## src/raster_pkg.sv

```systemverilog
// frame geometry, pixel and triangle types, setup and write-port structs, controller states
package raster_pkg;

  ////////////////////
  // frame geometry, 320x240 at 8 bpp
  localparam int SCREEN_W  = 320;
  localparam int SCREEN_H  = 240;
  localparam int FB_DEPTH  = SCREEN_W * SCREEN_H;
  localparam int FB_ADDR_W = 17;
  localparam int X_W       = 9;
  localparam int Y_W       = 8;

  typedef logic [X_W-1:0] coord_x_t;
  typedef logic [Y_W-1:0] coord_y_t;

  // 3-3-2 colour, red in the top bits
  typedef struct packed {
    logic [2:0] r;
    logic [2:0] g;
    logic [1:0] b;
  } color_t;

  // black
  localparam color_t CLEAR_COLOR = '0;

  ////////////////////
  // triangle as loaded by the host
  typedef struct packed {
    coord_x_t x;
    coord_y_t y;
  } vertex_t;

  typedef struct packed {
    vertex_t v1;
    vertex_t v2;
    vertex_t v3;
    color_t  color;
  } triangle_t;

  // w = a*x + b*y + c
  typedef struct packed {
    logic signed [9:0]  a;
    logic signed [9:0]  b;
    logic signed [17:0] c;
  } edge_t;

  // inclusive pixel bounds
  typedef struct packed {
    coord_x_t x_start;
    coord_x_t x_end;
    coord_y_t y_start;
    coord_y_t y_end;
  } bbox_t;

  typedef struct packed {
    edge_t  e1;
    edge_t  e2;
    edge_t  e3;
    bbox_t  box;
    color_t color;
  } setup_t;

  // one frame-buffer write
  typedef struct packed {
    logic                 we;
    logic [FB_ADDR_W-1:0] addr;
    color_t               color;
  } fb_wr_t;

  typedef enum logic [1:0] {
    clear_buf,
    wait_tri,
    calc_edge,
    rasterize
  } ctrl_state_e;

endpackage
```

## src/frame_ctrl.sv

```systemverilog
// pipeline FSM, vsync synchronizer and edge detect, clear sweep, frame-write mux
`timescale 1ns/1ns

module frame_ctrl import raster_pkg::*; (
  input  logic      S_AXI_ACLK,
  input  logic      S_AXI_ARESETN,
  input  logic      vsync,
  input  logic      tri_valid,
  input  triangle_t tri_data,
  output logic      tri_ready,
  output logic      busy,
  output logic      setup_start,
  output triangle_t setup_tri,
  input  logic      setup_done,
  output logic      raster_start,
  input  logic      raster_done,
  input  fb_wr_t    raster_wr,
  output fb_wr_t    fb_wr
);

  ctrl_state_e          state;
  logic                 vs_meta;
  logic                 vs_sync;
  logic                 vs_prev;
  logic                 vs_rise;
  logic [FB_ADDR_W-1:0] clr_addr;
  fb_wr_t               clr_wr;

  ////////////////////
  // vsync: two flops, then rising edge
  always_ff @(posedge S_AXI_ACLK) begin
    if (!S_AXI_ARESETN) begin
      vs_meta <= 1'b0;
      vs_sync <= 1'b0;
      vs_prev <= 1'b0;
    end else begin
      vs_meta <= vsync;
      vs_sync <= vs_meta;
      vs_prev <= vs_sync;
    end
  end

  assign vs_rise = vs_sync && !vs_prev;

  assign tri_ready = (state == wait_tri);
  assign busy      = (state != wait_tri);

  ////////////////////
  // controller
  always_ff @(posedge S_AXI_ACLK) begin
    if (!S_AXI_ARESETN) begin
      state        <= clear_buf;
      clr_addr     <= '0;
      clr_wr       <= '0;
      setup_start  <= 1'b0;
      raster_start <= 1'b0;
    end else begin
      // start strobes last one cycle
      setup_start  <= 1'b0;
      raster_start <= 1'b0;
      case (state)
        clear_buf: begin
          // last write is still on the port in the exit cycle
          if (clr_addr == FB_ADDR_W'(FB_DEPTH)) begin
            clr_wr.we <= 1'b0;
            state     <= wait_tri;
          end else begin
            clr_wr   <= '{we: 1'b1, addr: clr_addr, color: CLEAR_COLOR};
            clr_addr <= clr_addr + 1'b1;
          end
        end
        wait_tri: begin
          // tri_ready is high here, so a valid triangle is taken first
          if (tri_valid) begin
            setup_start <= 1'b1;
            state       <= calc_edge;
          end else if (vs_rise) begin
            clr_addr <= '0;
            state    <= clear_buf;
          end
        end
        calc_edge: begin
          if (setup_done) begin
            raster_start <= 1'b1;
            state        <= rasterize;
          end
        end
        rasterize: begin
          if (raster_done) begin
            state <= wait_tri;
          end
        end
      endcase
    end
  end

  // triangle held for setup
  always_ff @(posedge S_AXI_ACLK) begin
    if (tri_valid && tri_ready) begin
      setup_tri <= tri_data;
    end
  end

  // frame-write mux
  assign fb_wr = (state == clear_buf) ? clr_wr : raster_wr;

  // no source may write past the last cell
  a_fb_addr_range: assert property (@(posedge S_AXI_ACLK) disable iff (!S_AXI_ARESETN)
    fb_wr.we |-> fb_wr.addr < FB_ADDR_W'(FB_DEPTH));

endmodule

```

## config.mk

```make
export PLATFORM = sky130hd
export DESIGN_NAME = frame_ctrl
export DESIGN_NICKNAME = d
export VERILOG_FILES = /design/src/raster_pkg.sv /design/src/frame_ctrl.sv
export SDC_FILE = /design/constraint.sdc
export NUM_CORES = 1
export LEC_CHECK = 0
export BUFFER_PORTS_ARGS = -buffer_cell sky130_fd_sc_hd__buf_2
export CELL_PAD_IN_SITES_DETAIL_PLACEMENT = 2
export CELL_PAD_IN_SITES_GLOBAL_PLACEMENT = 2
export CORE_MARGIN = 5
export CORE_UTILIZATION = 26
export CTS_CLUSTER_DIAMETER = 100
export DETAILED_ROUTE_END_ITERATION = 7
export PLACE_DENSITY = 0.74
export SYNTH_ARGS = -nofsm -noshare
export SYNTH_HDL_FRONTEND = slang
export SYNTH_SLANG_ARGS = --single-unit
```

## constraint.sdc

```tcl
create_clock -name S_AXI_ACLK -period 3.7 [get_ports S_AXI_ACLK]
set_clock_uncertainty 0.1 [all_clocks]
set_input_delay 0.185 -clock S_AXI_ACLK [delete_from_list [all_inputs] [get_ports S_AXI_ACLK]]
set_output_delay 0.185 -clock S_AXI_ACLK [all_outputs]
set_load 0.02 [all_outputs]
```

# Word level (Yosys, flattened, before mapping)
# Index checks and enable logic that the tools add are counted.
dict set report classes {
  div_mod_pow 0
  n_bitwise 1
  eq_ne 12
  n_lt_le_gt_ge 0
  mul 0
  shift 0
  n_reduce_logical 10
  mux 14
  n_addsub 1
}
# cell count
set ops {}
lappend ops {{two-way mux 17 bit} 3}
lappend ops {{case mux 17 bit (2 select lines)} 1}
lappend ops {{two-way mux 26 bit} 1}
lappend ops {{adder 17 x 1 -> 17 bit, second input constant} 1}
lappend ops {{equality test 17 bit, second input constant} 1}
lappend ops {{two-way mux 2 bit} 5}
lappend ops {{!= test 2 bit, second input constant} 5}
lappend ops {{case mux 2 bit (4 select lines)} 1}
lappend ops {{AND reduction 4 bit} 2}
lappend ops {{AND reduction 2 bit} 3}
lappend ops {{equality test 2 bit, second input constant} 2}
lappend ops {{!= test 2 x 1 -> 1 bit, second input constant} 2}
lappend ops {{two-way mux 1 bit} 3}
lappend ops {{!= test 3 x 2 -> 1 bit, second input constant} 1}
lappend ops {{equality test 2 x 1 -> 1 bit, second input constant} 1}
lappend ops {{logical AND 1 bit} 2}
lappend ops {{zero test 2 bit} 1}
lappend ops {{nonzero test 2 bit} 1}
lappend ops {{zero test 1 bit} 1}
lappend ops {{inverter 1 bit} 1}
dict set report word_totals {
  rom_bits 0
  memories 0
  latch_bits 0
  ram_bits 0
  reg_bits 101
  wordCells 56
}

# Depth between registers and ports, before layout
# Gate-level depths: netlist of run 1.
dict set report logic_depth {
  word_depth 5
  mapped_depth 8
}

# Worst setup path before layout of run 1
# Ideal clock, no wire load.
dict set report synth_timing {
  path_type {reg2reg}
  start {register state[1]}
  end {register setup_tri[0] (netlist bit), enable pin}
  required_ns 3.121
  path_slack_ns -0.571
  path_buffers 1
  arrival_time_ns 3.693
  period_less_slack_ns 4.271
  path_stages_with_launch 6
  path_cell_list {dfxtp_1 -> inv_1 -> ha_1 -> clkbuf_1 -> inv_1 -> nor2_1}
}
dict set report synth_via {
  elab_chain_cells 2
}
# element line
set synth_lines {}
lappend synth_lines {{start: declaration} frame_ctrl.sv:21} ;# ctrl_state_e state;
lappend synth_lines {{start signal: assignment} frame_ctrl.sv:52} ;# state <= clear_buf;
lappend synth_lines {{start signal: assignment} frame_ctrl.sv:66} ;# state <= wait_tri;
lappend synth_lines {{start signal: assignment} frame_ctrl.sv:76} ;# state <= calc_edge;
lappend synth_lines {{equality test 2 x 1 -> 1 bit} frame_ctrl.sv:45} ;# assign tri_ready = (state == wait_tri);
lappend synth_lines {{named net tri_ready} frame_ctrl.sv:10} ;# output logic tri_ready,
lappend synth_lines {{logical AND 1 bit} frame_ctrl.sv:99} ;# if (tri_valid && tri_ready) begin
lappend synth_lines {{end signal: assignment} frame_ctrl.sv:100} ;# setup_tri <= tri_data;
lappend synth_lines {{end: declaration} frame_ctrl.sv:13} ;# output triangle_t setup_tri,
# The timed path passes the listed nets, and every way through them passes these cells.
# A chain may end at the register's enable or synchronous reset.

# Worst setup path in the final report of run 1
dict set report layout_timing {
  start {register state[1]}
  end {register state[1]}
}
dict set report layout_via {
  elab_chain_cells 3
  elab_cells_between_ends 10
}
# element line
set layout_lines {}
lappend layout_lines {{equality test 2 x 1 -> 1 bit (tied with other cells)} frame_ctrl.sv:61} ;# case (state)
lappend layout_lines {{!= test 3 x 2 -> 1 bit (no source line) / != test 2 bit (equally long branches)} -}
lappend layout_lines {{AND reduction 4 bit (no source line)} -}
# Several ways; a longest one is shown, not always the timed one.

==> metrics.txt, run 1 <==
Critical-path top delay cell=nor2_4; Die Y=134 um; DRT antenna net count=0; I/O pins=180; drt drc=0; Placer Congestion=~0.75; Final min period=about 2800 ps; layout cells sized above 1=0.407; P_leak=2.49 nW; drt pass-1 iters=4; Critical Path RT=slightly below 4000 ps; clock sinks=around 100; Place WS=slightly above 900 ps; endpoints failing setup=0; area of the die=about 0.018 sq mm; Rel. slew slack=0.488; ys async rst share=0; sequential area share after synthesis=0.656; Fill cells=roughly 1600; CTS Buffer Depth=2; vias in the first global route=approximately 3800; initial antenna violation count=0; Detailed Place HPWL=about 9400 um; DR vias=~3500; row count=45; commonest non-fill, non-tap cell in the layout=buf_2; RSZ-0062 raised after global routing=false; Clock Latency Late Sink=350 ps; Die Width=between 100 and 150 um; final-report hold violation count=0; origin of the worst setup path=state[1]; Synth Area in XOR/XNOR=0; Worst EP arrival=about 3000 ps; worst r2r dst=state[1]; Post-synth EDFFs=about 60; pwr/cell area=between 400 and 500 mW/mm^2; H-tree Lvls=3; worst setup path endpoint=state[1]; Gate Count Post-Synth=314; most frequent CP cell=inv_1; Post-Synthesis Cell Area=around 0.004 sq mm; maximum clock frequency=around 350 MHz; Ys Warns=0; Syn Area/Cell=around 13 sq um; first-pass GRT wire length=between 20000 and 25000 um; nets=about 650; highest-count cells in the layout ignoring fill and taps=179 x buf_2, 61 x dlygate4sd3_1, 59 x edfxtp_1; global-route usage over all layers=0.162; Synth Area in Adders=0.0220; CTS tree=done; R2R Path Start=state[1]; Root Driver=clkbuf_16; VDD IR max=206 uV; ant diodes=0; Post-Synth Simple-Gate Area=0.151; crit-path max FO=35; MaxCap Viol Count=0; post-synth net total=between 400 and 500; largest family of logic cells by synthesized area=simple AND/OR/NAND/NOR gates; critical path launch point type=flip-flop; IO buf count=approximately 180; CP Capture Type=flip-flop; slowest stage delay, CP=680 ps; TNS Setup=0 ps; reg2reg path depth=7; Synth Flop Type=edfxtp_1; critical-path cell list=inv_1 > ha_1 > inv_1 > nor2_4 > buf_12 > o211ai_1 > a21oi_1; Final period util=0.767; Final Max Slew Viols=0; Resized Gates After CTS=0; Area growth syn-to-layout=50.8%; status=finished, final reports clean; Netlist cell types=between 40 and 50; HP Class=input pin to flip-flop; CTS buffer count=9; vias per inst=~4.6; final wirelength=roughly 15000 um; mux cell area share after synthesis=0.0509; DRC marker count from the first detailed-route iteration=around 140; Starting Density=0.264; GR Overflow Total=0; WS Path Type=flip-flop to flip-flop; setup ws final=roughly 860 ps; Core ar.=~0.015 sq mm; WL per Instance=~20 um; reg2reg setup slack=roughly 860 ps; post-synthesis compound-gate area fraction=0.0964; Slew @ Worst Pin=766 ps; pin count of the biggest net entering global routing=50; Clock Pin Slew Worst Setup and Hold Paths=~70 ps; Seq cells post-synth=101; Post CTS Setup Buffer Count=0
==> synthesized netlist by cell type (2+ instances only) <==
cell	instances	area [sq um]
and4_1	2	17.5
a22oi_1	5	37.5
nor2b_1	10	62.6
nor2_1	16	60.1
nand2_1	20	75.1
a31oi_1	4	25.0
and3_1	11	68.8
clkbuf_1	8	30.0
inv_1	8	30.0
a21oi_1	27	135
buf_1	2	7.51
buf_2	3	15.0
and4bb_2	2	25.0
dfxtp_1	42	841
o21ai_0	11	55.1
nand3b_1	2	15.0
mux2_2	18	203
o211ai_1	5	37.5
o31a_1	2	17.5
edfxtp_1	59	1770
ha_1	7	87.6
or3_1	2	12.5
nor3b_1	4	30.0
nand3_1	15	75.1
nor3_1	4	20.0
and2_1	7	43.8
a211oi_1	2	15.0
==> sequential cells by signal, summed over array words and instances, names as in the netlist <==
name / flops
state: 2
clr_wr: 18
setup_start: 1
vs_prev: 1
vs_sync: 1
vs_meta: 1
raster_start: 1
clr_addr: 17
setup_tri: 59
==> kinds of logic (layout without fill, tap and decap cells) <==
| family | count (synthesis) | in the layout |
|---|---|---|
| DFF | 101 | 101 |
| buffers and inverters | 23 | 267 |
| AOI/OAI and AO/OA | 63 | 63 |
| and+or+nand+nor | 102 | 102 |
| muxes | 18 | 18 |
| adders and majority gates | 7 | 7 |
==> repair_timing <==
action	CTS	global route
hold buffers	61	0
setup endpoints to repair	0	0
hold endpoints to repair	61	0
==> worst max-delay path, delay by kind of cell (launching register included) <==
family                   cells  cell delay [ps]
buffers and inverters        3              740
AND/OR/NAND/NOR              1              680
adder cells (fa/ha/maj)      1              620
flip-flops                   1              340
AO/OA/AOI/OAI                2              260
==> cell type report <==
cell class	count	area, sq um	area share
Multi-Input combinational cell	190	1290	0.214
Tap cell	188	235	0.0392
Clock inverter	7	78.8	0.0131
Sequential cell	101	2610	0.435
Clock buffer	9	225	0.0375
Timing Repair Buffer	242	1530	0.255
Inverter	9	33.8	0.00563
==> how the worst min path moves through the flow <==
stage / startpoint / slack [ps] / endpoint / cells past startpoint
global route: S_AXI_ARESETN / 20 / vs_sync / 2
global placement: tri_data[21] / 260 / setup_tri[21] / 1
CTS: S_AXI_ARESETN / 10 / vs_sync / 2
detailed placement: tri_data[21] / 260 / setup_tri[21] / 1
floorplan: tri_data[0] / 180 / setup_tri[0] / 0
finish: S_AXI_ARESETN / 10 / vs_sync / 2
==> metal layers <==
layer / vias to the layer above / track usage / routed length, um
li1: 1640 / - / -
met1: 1703 / 0.163 / 5470
met2: 95 / 0.321 / 8230
met3: 14 / 0.0389 / 601
met5: - / 0 / 0
met4: 0 / 0.0554 / 376
==> power breakdown <==
group	leakage, nW	switching (mW)	internal (mW)
Combinational	1.48	0.174	0.140
Sequential	0.871	0.0216	1.22
Clock	0.146	0.471	0.536
==> metrics by stage <==
step           total power, mW  hold WS [ps]  cell area [sq um]   util  instances
3_3_place_gp              1.52           262               5090  0.337        669
2_1_floorplan             1.41           184               3990      -        314
5_1_grt                   2.66          23.5               6010  0.398        746
4_1_cts                   2.57          13.3               6010  0.398        746
6_report                  2.56          13.7               6010  0.398        746
3_5_place_dp              1.53           263               5090  0.337        669
No activity file was read; power rests on OpenSTA's default activity.
==> run 2: changes to the inputs <==
clock period = 2.4 ns   (was 3.7 ns; I/O delays follow)
==> run 2 against run 1 <==
  * Sequential share of layout area fell by 0.67 points
  * Register-to-register slack got worse by 670 ps
  * Utilization rose by 0.62 points
  * Count of clock-buffer cells in the layout rose by 1
  * Flip-flop and latch count did not move
  * Fmax rose by 29%
  * Worst setup slack got worse by 670 ps
  * Sequential power rose by 55%
  * Combinational power rose by 60%
  * Non-clock buffer count rose by 8
  * Power rose by 54%
  * Via count rose by 2.3%
  * Largest cell class unchanged
  * Highest routed layer unchanged
==> metrics.txt, run 2 (same netlist as run 1, synthesis figures left out) <==
pin count of the biggest net entering global routing=61 (+22%); max FFs per register=59 (unchanged); nets=659 (+1.2%); first-pass GRT wire length=22800 um (+2.5%); crit-path max FO=18 (-49%); critical path launch point type=flip-flop; P_leak=2.55 nW (+2.0%); I/O pins=180 (unchanged); Power Internal=2.93 mW (+55%); CP Capture Type=flip-flop; switch share=0.256 (-0.00464); worst hold slack=51.3 ps (+37.6 ps); Power Total=3.94 mW (+54%); Critical Path RT=2500 ps (-1380 ps); Root Driver=clkbuf_16; fin util=0.404 (+0.00622); Combinational Power Share=0.128 (+0.005); Regs by FF count=setup_tri (59), clr_wr (18), clr_addr (17); row count=45 (unchanged); Placer Congestion=0.800 (+7.1%); DR vias=3533 (+2.3%); clock sinks=101 (unchanged); Biggest register=setup_tri; highest-count cells in the layout ignoring fill and taps=179 x buf_2, 64 x dlygate4sd3_1, 59 x edfxtp_1; Area growth syn-to-layout=53.2%; H-tree Lvls=3 (unchanged); WL per Instance=20.0 um (+1.7%); Worst EP arrival=2310 ps (-710 ps); drt drc=0 (unchanged); Final min period=2210 ps (-631 ps); DRT antenna net count=0 (unchanged); Core ar.=0.0151 sq mm (unchanged); Final period util=0.919 (+0.152); Die Width=134 um (unchanged); commonest non-fill, non-tap cell in the layout=buf_2; area of the die=0.0179 sq mm (unchanged); Clock Latency Late Sink=360 ps (about the same); Post CTS Setup Buffer Count=0 (unchanged); Die Y=134 um (unchanged); layout cells sized above 1=0.412 (+0.00485); VDD IR max=378 uV (+83%); pwr/cell area=646 mW/mm^2 (+51%); Slew @ Worst Pin=648 ps (-117 ps); Fill cells=1576 (-2.2%); IO buf count=179 (unchanged); endpoints failing setup=0 (unchanged); HP Class=input pin to flip-flop; DRC marker count from the first detailed-route iteration=131 (-5.1%); TNS Setup=0 ps (unchanged); vias per inst=4.69 (+1.3%); global-route usage over all layers=0.166 (+0.00433); maximum clock frequency=453 MHz (+29%); vias in the first global route=3971 (+3.4%); initial antenna violation count=0 (unchanged); WS Path Type=flip-flop to flip-flop; sequential power share=0.486 (+0.002); final-report hold violation count=0 (unchanged); CTS Buffer Depth=2 (unchanged); CTS buffer count=9 (unchanged); Clock Pin Slew Worst Setup and Hold Paths=70 ps (about the same); GR Overflow Total=0 (unchanged); Clock power frac=0.386 (-0.007); drt pass-1 iters=4 (unchanged); CTS tree=done; Rel. slew slack=0.567 (+0.0789); Starting Density=0.264 (unchanged); MaxCap Viol Count=0 (unchanged); final wirelength=15100 um (+2.8%); status=finished, final reports clean; Detailed Place HPWL=9840 um (+4.8%); RSZ-0062 raised after global routing=false; Psw=1.01 mW (+51%); ant diodes=0 (unchanged); Final Max Slew Viols=0 (unchanged)
-- run 2: changes by cell type in the layout (fill, tap and decap cells not counted), sizes merged --
cell and delta:
buf +5, dlygate4sd3 +3, clkbuf +1, clkinv +1
clkinvlp -1, inv -1
-- run 2: worst paths after layout --
kind / from / to / slack [ps] / cells after the start
min: tri_valid / setup_start / 50 / 3
max: state[1] / clr_addr[16] / 190 / 8
max reg2reg: state[1] / clr_addr[16] / 190 / 8
min reg2reg: vs_meta / vs_sync / 340 / 1
-- run 2: power by group through the flow --
| stage | logic, mW | registers [mW] | clock network (mW) |
|---|---|---|---|
| after floorplan | 0.197 | 1.97 | 0 |
| after global placement | 0.397 | 1.95 | 0 |
| after detailed placement | 0.415 | 1.95 | 0 |
| after CTS | 0.501 | 1.91 | 1.54 |
| after global routing | 0.547 | 1.92 | 1.64 |
| final | 0.505 | 1.92 | 1.52 |
-- run 2: timing repair --
item,in CTS,in global routing
gates resized for setup,0,2
setup endpoints to repair,0,6
endpoints found under the hold margin,64,0
hold buffers,64,0
-- run 2: cell type report --
type	instances	area, sq um	area share
timing repair buffer	250	1610	0.265
inverter	9	33.8	0.00554
tap	188	235	0.0386
clock inverter	6	68.8	0.0113
multi-input combinational	190	1310	0.214
sequential	101	2610	0.428
clock buffer	10	229	0.0375
-- run 2: critical path: stages, from the launching register on --
cell and delay [ps]:
dfxtp_1 390, inv_1 140, ha_4 270, nor2b_1 260, a31oi_1 80, buf_4 190, a21o_1 260, o21ai_0 250
a21oi_1 100
-- run 2: metal layers --
metal	global-route usage	vias up	part of all wire	routed length, um
met1	0.171	1755	0.37	5580
li1	-	1655	-	-
met4	0.0531	0	0.019	290
met5	0	-	0	0
met3	0.0370	20	0.046	698
met2	0.329	103	0.56	8530
-- run 2: per-stage QoR --
step	area (sq um)	instances	setup slack, ps
finish	6100	754	193
floorplan	3990	314	38.9
CTS	6080	754	128
global route	6100	754	42.2
detailed placement	5140	674	141
global placement	5140	674	235
==> run 3: changes to the inputs <==
CORE_UTILIZATION = 31   (was 26)
PLACE_DENSITY = 0.83   (was 0.74)
clock period = 2.8 ns   (was 2.4 ns; I/O delays follow)
==> run 3 against run 2 <==
  * Final area is 1.4% lower
  * Utilization up 7.2 points
  * Worst setup slack worse by 5.0 ps
  * Combinational power down 14%
  * Sequential share of layout area rose by 0.61 points
  * Register-to-register slack is essentially flat
  * Global-route usage rose by 4.9 points
  * Fmax fell by 16%
  * Power shrank 13%
  * Sequential power decreased by 15%
  * Critical endpoint is now clr_addr[12]
  * Largest power group unchanged
  * Highest routed layer unchanged
==> metrics.txt, run 3 (same netlist as run 1, synthesis figures left out) <==
min-delay src=tri_valid; Clock Pin Slew Worst Setup and Hold Paths=70 ps (about the same); final wirelength=15900 um (+5.5%); R2R Path Start=state[0]; Resized Gates After CTS=0 (unchanged); pin count of the biggest net entering global routing=61 (unchanged); critical-path cell list=ha_1 > nor2b_1 > a31oi_1 > a21o_1 > o21ai_0 > a21oi_1; RSZ-0062 raised after global routing=false; global-route usage over all layers=0.215 (+0.0486); final-report hold violation count=0 (unchanged); status=finished, final reports clean; TNS Setup=0 ps (unchanged); Worst path top cell family by delay=compound AO/OA/AOI/OAI gates; register area=0.00261 sq mm (unchanged); post-place instance area=0.00508 sq mm (-1.3%); CTS tree=done; layout cells sized above 1=0.405 (-0.00630); Core ar.=0.0126 sq mm (-16%); WS Path Type=flip-flop to flip-flop; MaxCap Viol Count=0 (unchanged); first-pass GRT wire length=23900 um (+4.8%); row count=41 (-8.9%); drt pass-1 iters=4 (unchanged); CTS buffer count=9 (unchanged); Area growth syn-to-layout=51.0%; CTS Buffer Depth=2 (unchanged); maximum clock frequency=383 MHz (-16%); Clock Latency Late Sink=350 ps (about the same); CP bufs+invs=0 (-2); Placer Congestion=0.763 (-4.6%); slowest stage delay, CP=610 ps (+220 ps); # hold bufs at CTS=62 (-3.1%); Final Max Slew Viols=0 (unchanged); Combinational Power Share=0.127 (about the same); DRT antenna net count=0 (unchanged); Root Driver=clkbuf_16; IO buf count=179 (unchanged); area of the die=0.0152 sq mm (-15%); nets=653 (-0.91%); Fill cells=1314 (-17%); commonest non-fill, non-tap cell in the layout=buf_2; vias per inst=4.79 (+2.3%); highest-count cells in the layout ignoring fill and taps=179 x buf_2, 62 x dlygate4sd3_1, 59 x edfxtp_1; crit-path max FO=18 (unchanged); Critical-path top delay cell=ha_1; Biggest register=setup_tri; H-tree Lvls=3 (unchanged); Multi-input gate area=0.00129 sq mm (-1.5%); Hold Crit Endpoint=setup_start; Die Y=123 um (-7.8%); VDD IR max=454 uV (+20%); Power Internal=2.59 mW (-12%); DRC marker count from the first detailed-route iteration=170 (+30%); Worst Hold Path Cells=3 (unchanged); initial antenna violation count=0 (unchanged); GR Overflow Total=0 (unchanged); Post CTS Setup Buffer Count=0 (unchanged); Final min period=2610 ps (+405 ps); reg2reg setup slack=190 ps (about the same); HP Class=input pin to flip-flop; I/O pins=180 (unchanged); P_leak=2.51 nW (-1.5%); Rel. slew slack=0.554 (-0.0131); pwr/cell area=570 mW/mm^2 (-12%); Slew @ Worst Pin=666 ps (+17.4 ps); sequential power share=0.478 (-0.008); Worst EP arrival=2790 ps (+480 ps); clock sinks=101 (unchanged); critical path launch point type=flip-flop; Die Width=123 um (-7.8%); reg2reg path depth=6 (-2); max FFs per register=59 (unchanged); Clock power frac=0.395 (+0.009); endpoints failing setup=0 (unchanged); DR vias=3509 (-0.68%); WL per Instance=21.7 um (+8.6%); CP Capture Type=flip-flop; worst r2r dst=clr_addr[12]; switch share=0.245 (-0.0111); vias in the first global route=3912 (-1.5%); Layout Cell Area excl Fill=0.00601 sq mm (-1.4%); Detailed Place HPWL=9970 um (+1.3%); ant diodes=0 (unchanged); drt drc=0 (unchanged); Starting Density=0.316 (+0.0517); Regs by FF count=setup_tri (59), clr_wr (18), clr_addr (17); Final period util=0.933 (+0.0133); Critical Path RT=2980 ps (+480 ps); Psw=0.838 mW (-17%)
## run 3: worst max-delay path by stage
stage | startpoint | endpoint | depth (start not counted)
floorplan | state[1] | setup_tri[0] | 5
global placement | state[1] | clr_addr[13] | 7
detailed placement | state[1] | clr_addr[16] | 7
CTS | state[1] | clr_addr[16] | 7
global route | state[0] | clr_addr[13] | 6
finish | state[0] | clr_addr[12] | 6
## run 3: power by group through the flow
stage	clock network (mW)	registers, mW	logic [mW]
after CTS	1.36	1.64	0.428
final	1.35	1.64	0.434
after global routing	1.46	1.64	0.471
after detailed placement	0	1.67	0.354
after global placement	0	1.66	0.334
after floorplan	0	1.69	0.168
## run 3: cell type report
type	instances	share of cell area
flip-flops and latches	101	0.434
multi-input cells	190	0.214
inverters	9	0.00562
clock inverters	6	0.0144
repair buffers	244	0.258
well taps	172	0.0358
clock buffers	10	0.0381
## run 3: per-stage QoR
step | power, mW | setup WS (ps) | util | cells | hold WS, ps
after floorplan | 1.86 | 185 | - | 314 | 139
after global placement | 2.00 | 514 | 0.402 | 654 | 217
after detailed placement | 2.02 | 297 | 0.402 | 654 | 218
after CTS | 3.42 | 268 | 0.477 | 732 | 67.7
after global routing | 3.57 | 5.82 | 0.477 | 732 | 86.9
final | 3.43 | 188 | 0.477 | 732 | 81.6
## run 3: routing by layer
metal / wire length (um) / GRT usage / vias to the layer above
met1: 5540 / 0.215 / 1735
li1: - / - / 1633
met5: 0 / 0 / -
met4: 495 / 0.0768 / 0
met3: 715 / 0.0480 / 26
met2: 9170 / 0.428 / 115
## run 3: worst register-to-register path, delay by kind of cell (launching register included)
family / cells / cell delay, ps
simple gates: 1 / 200
fa+ha+maj: 1 / 620
compound gates: 4 / 1190
flops: 1 / 440
